`config.mk`:
```
export PLATFORM = sky130hd
export DESIGN_NAME = credit_link_top
export DESIGN_NICKNAME = d
export VERILOG_FILES = /design/src/common/credit_link_pkg.sv /design/src/common/link_if.sv /design/src/hw/credit_sync/credit_sync.sv /design/src/hw/rx_buffer/rx_buffer.sv /design/src/hw/credit_link_top.sv
export SDC_FILE = /design/constraint.sdc
export NUM_CORES = 1
export LEC_CHECK = 0
export BUFFER_PORTS_ARGS = -buffer_cell sky130_fd_sc_hd__buf_2
export CAP_MARGIN = 30
export CORE_AREA = 2 2 252 180
export CTS_CLUSTER_SIZE = 30
export DETAILED_ROUTE_END_ITERATION = 6
export DIE_AREA = 0 0 254 182
export HOLD_SLACK_MARGIN = 0.08
export PLACE_DENSITY = 0.72
export RECOVER_POWER = 100
export SYNTH_ARGS = -nofsm -noshare
export SYNTH_HDL_FRONTEND = slang
export SYNTH_HIERARCHICAL = 1
export SYNTH_SLANG_ARGS = --single-unit
```
`constraint.sdc`:
```
create_clock -name clk_i -period 5.1 [get_ports clk_i]
set_input_delay 0.765 -clock clk_i [delete_from_list [all_inputs] [get_ports clk_i]]
set_output_delay 0.765 -clock clk_i [all_outputs]
set_load 0.05 [all_outputs]
```
`src/common/credit_link_pkg.sv`:
```
package credit_link_pkg;

  ////////////////////////////////////////
  // widths and default sizes
  ////////////////////////////////////////

  // width of one data beat on the link and at the local ports
  localparam int unsigned DataWidth = 32;

  // a credit count fits in four bits, so at most 15 credits exist
  localparam int unsigned CreditWidth = 4;

  // default depth of every receive FIFO and the initial credit count
  localparam int unsigned DefNumCredits = 8;

  ////////////////////////////////////////
  // types
  ////////////////////////////////////////

  typedef logic [DataWidth-1:0] data_t;

  // used for every credit counter and for the credits field of a packet
  typedef logic [CreditWidth-1:0] credit_t;

  // source of the packet the sender puts on the link
  typedef enum logic {
    MODE_NORMAL,
    MODE_CREDIT_ONLY
  } pkt_mode_e;

  // waiting-credit count at which a credit-only packet is forced
  // small buffers would give a threshold below one, so it is clamped there
  function automatic int default_force_thresh(int num_credits);
    int thresh;
    thresh = num_credits - 4;
    if (thresh < 1) begin
      thresh = 1;
    end
    return thresh;
  endfunction

endpackage

```
`src/common/link_if.sv`:
```
interface link_if;
  import credit_link_pkg::*;

  // one direction of the link, a single packet beat per handshake
  // payload of the beat, forced to zero in a credit-only packet
  data_t   data;
  // credits handed back to the receiving side of this bundle
  credit_t credits;
  // high when the beat carries credits only and no payload
  logic    cred_only;
  logic    valid;
  logic    ready;

  // sending endpoint owns the packet fields
  modport tx (
    output data,
    output credits,
    output cred_only,
    output valid,
    input  ready
  );

  // receiving endpoint only answers with ready
  modport rx (
    input  data,
    input  credits,
    input  cred_only,
    input  valid,
    output ready
  );

endinterface

```
`src/hw/credit_sync/credit_sync.sv`:
```
module credit_sync #(
  parameter int NumCredits      = credit_link_pkg::DefNumCredits,
  parameter int ForceSendThresh = credit_link_pkg::default_force_thresh(NumCredits)
) (
  input  logic                     clk_i,
  input  logic                     rst_i,
  input  credit_link_pkg::data_t   in_data_i,
  input  logic                     in_valid_i,
  output logic                     in_ready_o,
  input  credit_link_pkg::credit_t cred_recv_i,
  input  logic                     cred_recv_valid_i,
  input  logic                     buf_release_i,
  link_if.tx                       link
);
  import credit_link_pkg::*;

  // free entries left in the far receive FIFO
  credit_t   credits_available_q, credits_available_d;
  // entries our own FIFO has released and that still have to go back
  credit_t   credits_to_send_q, credits_to_send_d;
  // releases seen while a packet waits on the link, kept apart so the
  // credits field of that packet does not move
  credit_t   credits_hidden_q, credits_hidden_d;
  pkt_mode_e mode_q, mode_d;

  logic      cred_only;
  logic      can_send;
  logic      force_send;
  logic      link_hs;
  logic      link_stall;

  credit_t   avail_inc;
  credit_t   avail_dec;
  credit_t   send_inc;
  credit_t   send_dec;
  credit_t   send_offset;
  credit_t   hidden_inc;
  credit_t   hidden_dec;

  ////////////////////////////////////////
  // packet source and link outputs
  ////////////////////////////////////////

  assign cred_only  = (mode_q == MODE_CREDIT_ONLY);
  assign link_hs    = link.valid & link.ready;
  assign link_stall = link.valid & ~link.ready;

  // the last credit is only spent when credits travel back with it
  // otherwise both sides could end up waiting on credits in flight
  assign can_send = (credits_available_q > credit_t'(1)) ||
                    ((credits_available_q == credit_t'(1)) && (credits_to_send_q != '0));

  assign force_send = (credits_to_send_q >= credit_t'(ForceSendThresh));

  // data and valid pass straight through so a beat can leave in the cycle it arrives
  assign link.valid     = can_send & (in_valid_i | cred_only);
  assign link.data      = cred_only ? '0 : in_data_i;
  assign link.credits   = credits_to_send_q;
  assign link.cred_only = cred_only;

  // the local source is never acked for a credit-only packet
  assign in_ready_o = link.ready & link.valid & ~cred_only;

  always_comb begin
    mode_d = mode_q;
    if (~in_valid_i && force_send) begin
      // credits pile up with nothing to carry them so send them alone
      mode_d = MODE_CREDIT_ONLY;
    end else if (link_hs) begin
      mode_d = MODE_NORMAL;
    end
  end

  ////////////////////////////////////////
  // credit counters
  ////////////////////////////////////////

  always_comb begin
    // every packet costs one far entry, credit-only packets included
    avail_dec = '0;
    if (link_hs) begin
      avail_dec = credit_t'(1);
    end
    avail_inc = '0;
    if (cred_recv_valid_i) begin
      avail_inc = cred_recv_i;
    end
  end

  assign credits_available_d = credits_available_q + avail_inc - avail_dec;

  always_comb begin
    send_offset = '0;
    send_dec    = '0;
    send_inc    = '0;
    if (link_hs) begin
      // the packet took the visible count along and the hidden count
      // becomes visible for the next packet
      send_offset = credits_hidden_q;
      send_dec    = credits_to_send_q;
    end
    // a release while a packet is stalled goes to the hidden counter
    if (~link_stall) begin
      send_inc = credit_t'(buf_release_i);
    end
  end

  assign credits_to_send_d = credits_to_send_q + send_offset + send_inc - send_dec;

  always_comb begin
    hidden_inc = '0;
    hidden_dec = '0;
    if (link_stall) begin
      hidden_inc = credit_t'(buf_release_i);
    end
    if (link_hs) begin
      hidden_dec = credits_hidden_q;
    end
  end

  assign credits_hidden_d = credits_hidden_q + hidden_inc - hidden_dec;

  ////////////////////////////////////////
  // registers
  ////////////////////////////////////////

  always_ff @(posedge clk_i) begin
    if (rst_i) begin
      credits_available_q <= credit_t'(NumCredits);
      credits_to_send_q   <= '0;
      credits_hidden_q    <= '0;
      mode_q              <= MODE_NORMAL;
    end else begin
      credits_available_q <= credits_available_d;
      credits_to_send_q   <= credits_to_send_d;
      credits_hidden_q    <= credits_hidden_d;
      mode_q              <= mode_d;
    end
  end

  ////////////////////////////////////////
  // assertions
  ////////////////////////////////////////

  // the far side never returns more credits than it was given
  a_avail_max : assert property (
    @(posedge clk_i) disable iff (rst_i)
    credits_available_q <= credit_t'(NumCredits)
  );

  // our FIFO cannot release more entries than it holds
  a_return_max : assert property (
    @(posedge clk_i) disable iff (rst_i)
    ({1'b0, credits_to_send_q} + {1'b0, credits_hidden_q}) <= NumCredits
  );

endmodule

```
`src/hw/rx_buffer/rx_buffer.sv`:
```
module rx_buffer #(
  parameter int NumCredits = credit_link_pkg::DefNumCredits
) (
  input  logic                     clk_i,
  input  logic                     rst_i,
  link_if.rx                       link,
  output credit_link_pkg::credit_t cred_recv_o,
  output logic                     cred_recv_valid_o,
  output logic                     buf_release_o,
  output credit_link_pkg::data_t   out_data_o,
  output logic                     out_valid_o,
  input  logic                     out_ready_i
);
  import credit_link_pkg::*;

  localparam int PtrWidth = $clog2(NumCredits);
  localparam int CntWidth = $clog2(NumCredits + 1);

  typedef logic [PtrWidth-1:0] ptr_t;
  typedef logic [CntWidth-1:0] cnt_t;

  // storage for beats not yet taken by the local sink
  data_t   mem_q [NumCredits];
  ptr_t    wr_ptr_q;
  ptr_t    rd_ptr_q;
  cnt_t    fill_q;
  logic    ready_q;
  // releases owed to credit_sync that could not be pulsed yet
  credit_t rel_pend_q;

  logic    beat_acc;
  logic    push;
  logic    pop;
  logic    cred_only_acc;

  ////////////////////////////////////////
  // link side
  ////////////////////////////////////////

  // the credit scheme guarantees room so every beat is taken
  assign link.ready = ready_q;
  assign beat_acc   = link.valid & link.ready;

  assign push          = beat_acc & ~link.cred_only;
  assign cred_only_acc = beat_acc & link.cred_only;

  // credits ride back to our own sender in the same cycle, empty fields are dropped
  assign cred_recv_o       = link.credits;
  assign cred_recv_valid_o = beat_acc & (link.credits != '0);

  ////////////////////////////////////////
  // sink side and releases
  ////////////////////////////////////////

  assign out_valid_o = (fill_q != '0);
  assign out_data_o  = mem_q[rd_ptr_q];
  assign pop         = out_valid_o & out_ready_i;

  // a credit-only beat spent a credit at the far sender without taking an entry
  // so it is handed back as a release at once
  // when it meets a sink pop in the same cycle the extra release waits a cycle
  assign buf_release_o = pop | cred_only_acc | (rel_pend_q != '0);

  always_ff @(posedge clk_i) begin
    if (push) begin
      mem_q[wr_ptr_q] <= link.data;
    end
  end

  always_ff @(posedge clk_i) begin
    if (rst_i) begin
      ready_q    <= 1'b0;
      wr_ptr_q   <= '0;
      rd_ptr_q   <= '0;
      fill_q     <= '0;
      rel_pend_q <= '0;
    end else begin
      ready_q <= 1'b1;
      if (push) begin
        wr_ptr_q <= (wr_ptr_q == ptr_t'(NumCredits - 1)) ? '0 : wr_ptr_q + ptr_t'(1);
      end
      if (pop) begin
        rd_ptr_q <= (rd_ptr_q == ptr_t'(NumCredits - 1)) ? '0 : rd_ptr_q + ptr_t'(1);
      end
      fill_q     <= fill_q + cnt_t'(push) - cnt_t'(pop);
      rel_pend_q <= rel_pend_q + credit_t'(pop) + credit_t'(cred_only_acc) -
                    credit_t'(buf_release_o);
    end
  end

  // the far sender must never have more packets in flight than we have entries
  a_no_overflow : assert property (
    @(posedge clk_i) disable iff (rst_i)
    push |-> (fill_q != cnt_t'(NumCredits))
  );

endmodule

```
`src/hw/credit_link_top.sv`:
```
module credit_link_top #(
  parameter int NumCredits      = credit_link_pkg::DefNumCredits,
  parameter int ForceSendThresh = credit_link_pkg::default_force_thresh(NumCredits)
) (
  input  logic                   clk_i,
  input  logic                   rst_i,
  // side a local ports
  input  credit_link_pkg::data_t a_in_data_i,
  input  logic                   a_in_valid_i,
  output logic                   a_in_ready_o,
  output credit_link_pkg::data_t a_out_data_o,
  output logic                   a_out_valid_o,
  input  logic                   a_out_ready_i,
  // side b local ports
  input  credit_link_pkg::data_t b_in_data_i,
  input  logic                   b_in_valid_i,
  output logic                   b_in_ready_o,
  output credit_link_pkg::data_t b_out_data_o,
  output logic                   b_out_valid_o,
  input  logic                   b_out_ready_i
);
  import credit_link_pkg::*;

  // credits each side receives and FIFO releases each side makes
  credit_t a_cred_recv;
  logic    a_cred_recv_valid;
  logic    a_buf_release;
  credit_t b_cred_recv;
  logic    b_cred_recv_valid;
  logic    b_buf_release;

  // one bundle per direction
  link_if link_ab ();
  link_if link_ba ();

  ////////////////////////////////////////
  // side a
  ////////////////////////////////////////

  credit_sync #(
    .NumCredits      (NumCredits),
    .ForceSendThresh (ForceSendThresh)
  ) u_sync_a (
    .clk_i             (clk_i),
    .rst_i             (rst_i),
    .in_data_i         (a_in_data_i),
    .in_valid_i        (a_in_valid_i),
    .in_ready_o        (a_in_ready_o),
    .cred_recv_i       (a_cred_recv),
    .cred_recv_valid_i (a_cred_recv_valid),
    .buf_release_i     (a_buf_release),
    .link              (link_ab.tx)
  );

  // takes what b sends and hands b's returned credits to u_sync_a
  rx_buffer #(
    .NumCredits (NumCredits)
  ) u_rxbuf_a (
    .clk_i             (clk_i),
    .rst_i             (rst_i),
    .link              (link_ba.rx),
    .cred_recv_o       (a_cred_recv),
    .cred_recv_valid_o (a_cred_recv_valid),
    .buf_release_o     (a_buf_release),
    .out_data_o        (a_out_data_o),
    .out_valid_o       (a_out_valid_o),
    .out_ready_i       (a_out_ready_i)
  );

  ////////////////////////////////////////
  // side b
  ////////////////////////////////////////

  credit_sync #(
    .NumCredits      (NumCredits),
    .ForceSendThresh (ForceSendThresh)
  ) u_sync_b (
    .clk_i             (clk_i),
    .rst_i             (rst_i),
    .in_data_i         (b_in_data_i),
    .in_valid_i        (b_in_valid_i),
    .in_ready_o        (b_in_ready_o),
    .cred_recv_i       (b_cred_recv),
    .cred_recv_valid_i (b_cred_recv_valid),
    .buf_release_i     (b_buf_release),
    .link              (link_ba.tx)
  );

  rx_buffer #(
    .NumCredits (NumCredits)
  ) u_rxbuf_b (
    .clk_i             (clk_i),
    .rst_i             (rst_i),
    .link              (link_ab.rx),
    .cred_recv_o       (b_cred_recv),
    .cred_recv_valid_o (b_cred_recv_valid),
    .buf_release_o     (b_buf_release),
    .out_data_o        (b_out_data_o),
    .out_valid_o       (b_out_valid_o),
    .out_ready_i       (b_out_ready_i)
  );

endmodule

```
==> flow_summary_export.csv <==
group,metric,value,unit
yosys,syn_area_per_cell,19.3,µm²
yosys,yosysMostFrequentCell,"edfxtp_1",
critical_path,path_delay_family,"buffers and inverters",
clocking,root_buffer,"clkbuf_16",
cells_and_area,drive_gt1_frac,0.222,
drt,drtPass1Iterations,7,
drt,wl_per_cell,21.7,µm
sta,clock_skew,31.3,ps
grt,grt_first_pass_wirelength,68700,µm
yosys,synth_cell_type_count,41,
placement,portBuffers,137,
sta,rsz0062_at_grt,"false",
clocking,h-tree-depth,2,
cells_and_area,multi_input_area,0.00663,mm²
grt,antenna_found_initial,3,
yosys,async_flop_share,0,
floorplan,rows,65,
yosys,synth-seq-cells,574,
clocking,clock_latency,590,ps
drt,dr_total_vias,11600,
clocking,ctsHoldBuffers,0,
drt,drt-total-wl,44500,µm
drt,ant_nets,0,
clocking,numCtsBuffers,54,
floorplan,dieArea,0.0462,mm²
yosys,synth_top_flop_cell,"edfxtp_1",
clocking,cts_sinks,574,
critical_path,crit_type,"reg2out",
sta,period_needed,4390,ps
flow_run,drv_cap,5,
yosys,synth_top_cell_area_share,0.645,
critical_path,setup.worst_path.end,"a_out_data_o[5]",
floorplan,core,0.0441,mm²
cells_and_area,area_growth,12.4,%
floorplan,die_w,254,µm
sta,drv_slew,118,
clocking,post-cts-setup-buffer-count,0,
critical_path,ff2ff_path_depth,5,
critical_path,r2r_end,"u_rxbuf_a/mem_q[2][24]$_DFFE_PP_",
floorplan,ios,138,
clocking,cts_tree,"built",
yosys,synthTopCellsByArea,"edfxtp_1 (65%), mux4_1 (8.8%), dfxtp_1 (5.2%)",
power,p_per_area,488,mW/mm²
critical_path,path_cells,"clkbuf_2 > mux4_2 > mux2_2 > clkbuf_1",
grt,grt_pass1_vias,12000,
yosys,yosys_warnings,6,
sta,timing.slew.headroom,-0.0917,
placement,place.gp.congestion,0.745,
critical_path,rrSetupSlack,860,ps
min_path,worst_hold_path_type,"in2reg",
cells_and_area,final_core_util,0.607,
cells_and_area,nFillCells,3209,
floorplan,start_util,0.541,
power,leakage,9.03,nW
sta,final-hold-violation-count,0,
critical_path,reg2reg_from,"u_sync_b/link.cred_only$_SDFFE_PP0P_",
run_status,violations,"max-capacitance violations, max-slew violations",
clocking,cts_resized,0,
critical_path,arrival,3620,ps
critical_path,worstPathRequired,4340,ps
critical_path,cp_num_cells,4,
placement,hpwl,26400,µm
clocking,path_clk_slew,60,ps
critical_path,cpPeakStageDelay,1070,ps
grt,grt-ovfl-total,0,
grt,grt_use_total,0.195,
cells_and_area,regArea,0.0166,mm²
critical_path,critPathSlowestCell,"clkbuf_2",
critical_path,path_max_fanout,47,
grt,grt_max_degree,48,
run_status,outcome,"complete, but fails checks",
cells_and_area,nNetsFinal,1540,
sta,setup_viol,0,
drt,avgViaCountPerCell,5.67,
power,irDropWorstVdd,0.000266,V
sta,worst_pin_slew,1640,ps
sta,fmax,228,MHz
yosys,synth_nets,1372,
yosys,syn-cell-area,0.0238,mm²
sta,period_share,0.860,
yosys,synth_edf_count,512,
clocking,cts_buffer_depth,3,
drt,drc,0,
yosys,synthCells,1236,
floorplan,die_y,182,µm
sta,tns,0,ps
yosys,yosys-top-cells-count,"edfxtp_1 (512), nor2b_1 (82), mux4_1 (80)",
critical_path,startpoint_type,"flip-flop",
critical_path,cp-end-kind,"output port",
yosys,synth_top_area_cell,"edfxtp_1",
yosys,seq_area_frac_synth,0.697,
critical_path,path_buf_inv,2,
drt,drtIter0Drc,746,
[placed cells by master (no fill, tap or decap), drive strengths merged, types with 3 or more instances in the layout]
master	netlist	layout
buf	40	91
inv	62	65
nor2b	82	82
and2	4	4
or3	4	4
a31o	4	4
a21o	6	6
xor2	4	4
nor4	4	4
fa	14	14
xnor2	16	16
nand2b	10	10
a21oi	30	30
nand4b	4	4
clkbuf	14	151
bufinv	0	3
clkinv	0	17
mux2	70	70
mux2i	6	6
nand3	6	6
nand3b	4	4
or4	4	4
nor2	42	42
dfxtp	62	62
nand2	24	24
ha	52	52
o21ai	10	10
nor3	10	10
mux4	128	128
edfxtp	512	512
[sequential cells by signal (all words and copies together) (netlist names), named ones only]
name / count
u_sync_a/link.cred_only: 1
u_rxbuf_b/rel_pend_q: 4
u_sync_a/link.credits: 4
u_rxbuf_a/fill_q: 4
u_rxbuf_b/mem_q: 256
u_sync_a/credits_hidden_q: 4
u_sync_b/link.credits: 4
u_sync_b/credits_hidden_q: 4
u_rxbuf_a/rd_ptr_q: 3
u_rxbuf_a/rel_pend_q: 4
u_sync_b/credits_available_q: 4
u_rxbuf_a/link.ready: 1
u_rxbuf_b/link.ready: 1
u_rxbuf_b/fill_q: 4
u_sync_a/credits_available_q: 4
u_rxbuf_b/wr_ptr_q: 3
u_rxbuf_b/rd_ptr_q: 3
u_rxbuf_a/wr_ptr_q: 3
u_rxbuf_a/mem_q: 256
u_sync_b/link.cred_only: 1
[layer usage]
metal / share of wire / global-route usage / routed length [µm] / vias to the layer above
met4: 0.014 / 0.0456 / 644 / 0
met5: 0 / 0 / 0 / -
li1: - / - / - / 5253
met1: 0.45 / 0.287 / 20200 / 6087
met3: 0.042 / 0.0301 / 1880 / 49
met2: 0.49 / 0.309 / 21800 / 249
[per-stage QoR]
stage	cell area [µm²]	hold slack (ps)	worst slack (ps)	total power, mW	instances
floorplan	23800	468	107	8.64	1236
global placement	25200	481	1390	9.27	1948
detailed placement	25300	494	1310	9.41	1950
CTS	27000	449	1230	13.2	2051
global route	26800	467	507	13.7	2054
finish	26800	482	714	13.1	2054
[report_power, final]
part	internal [mW]	switching, mW
Sequential	5.59	0.290
Clock	2.16	1.67
Combinational	1.27	2.08
Total	9.02	4.04
[area by class of cell]
class,count,share of cell area
sequential,574,0.621
multi-input combinational,546,0.248
clock buffer,76,0.0543
timing repair buffer,166,0.0307
tap,603,0.0282
clock inverter,25,0.00907
inverter,62,0.00907
antenna,2,0.000187
[cell families (layout without fill, tap and decap cells)]
kind of cell | Yosys count | after routing | synth area share
compound gates | 52 | 52 | 0.0134
xor+xnor | 20 | 20 | 0.00735
fa+ha+maj | 66 | 66 | 0.0391
buf+inv | 116 | 329 | 0.0250
flops | 574 | 574 | 0.697
mux | 204 | 204 | 0.170
other cells | 0 | 2 | 0
simple gates | 204 | 204 | 0.0483
[worst min-delay path by stage]
stage,cells after the start,to,start
5_1_grt,3,flip-flop,b_out_ready_i
6_report,3,flip-flop,b_out_ready_i
3_3_place_gp,2,flip-flop,u_rxbuf_a/rd_ptr_q[1]$_SDFFE_PP0N_
2_1_floorplan,2,flip-flop,u_rxbuf_a/rd_ptr_q[1]$_SDFFE_PP0N_
3_5_place_dp,2,flip-flop,u_rxbuf_a/rd_ptr_q[2]$_SDFFE_PP0N_
4_1_cts,3,flip-flop,b_out_ready_i
[tightest hold or removal path: stages]
cell	delay [ps]
buf_2	110
nand3_1	60
a21oi_1	70
(Power assumes the default switching activity.)
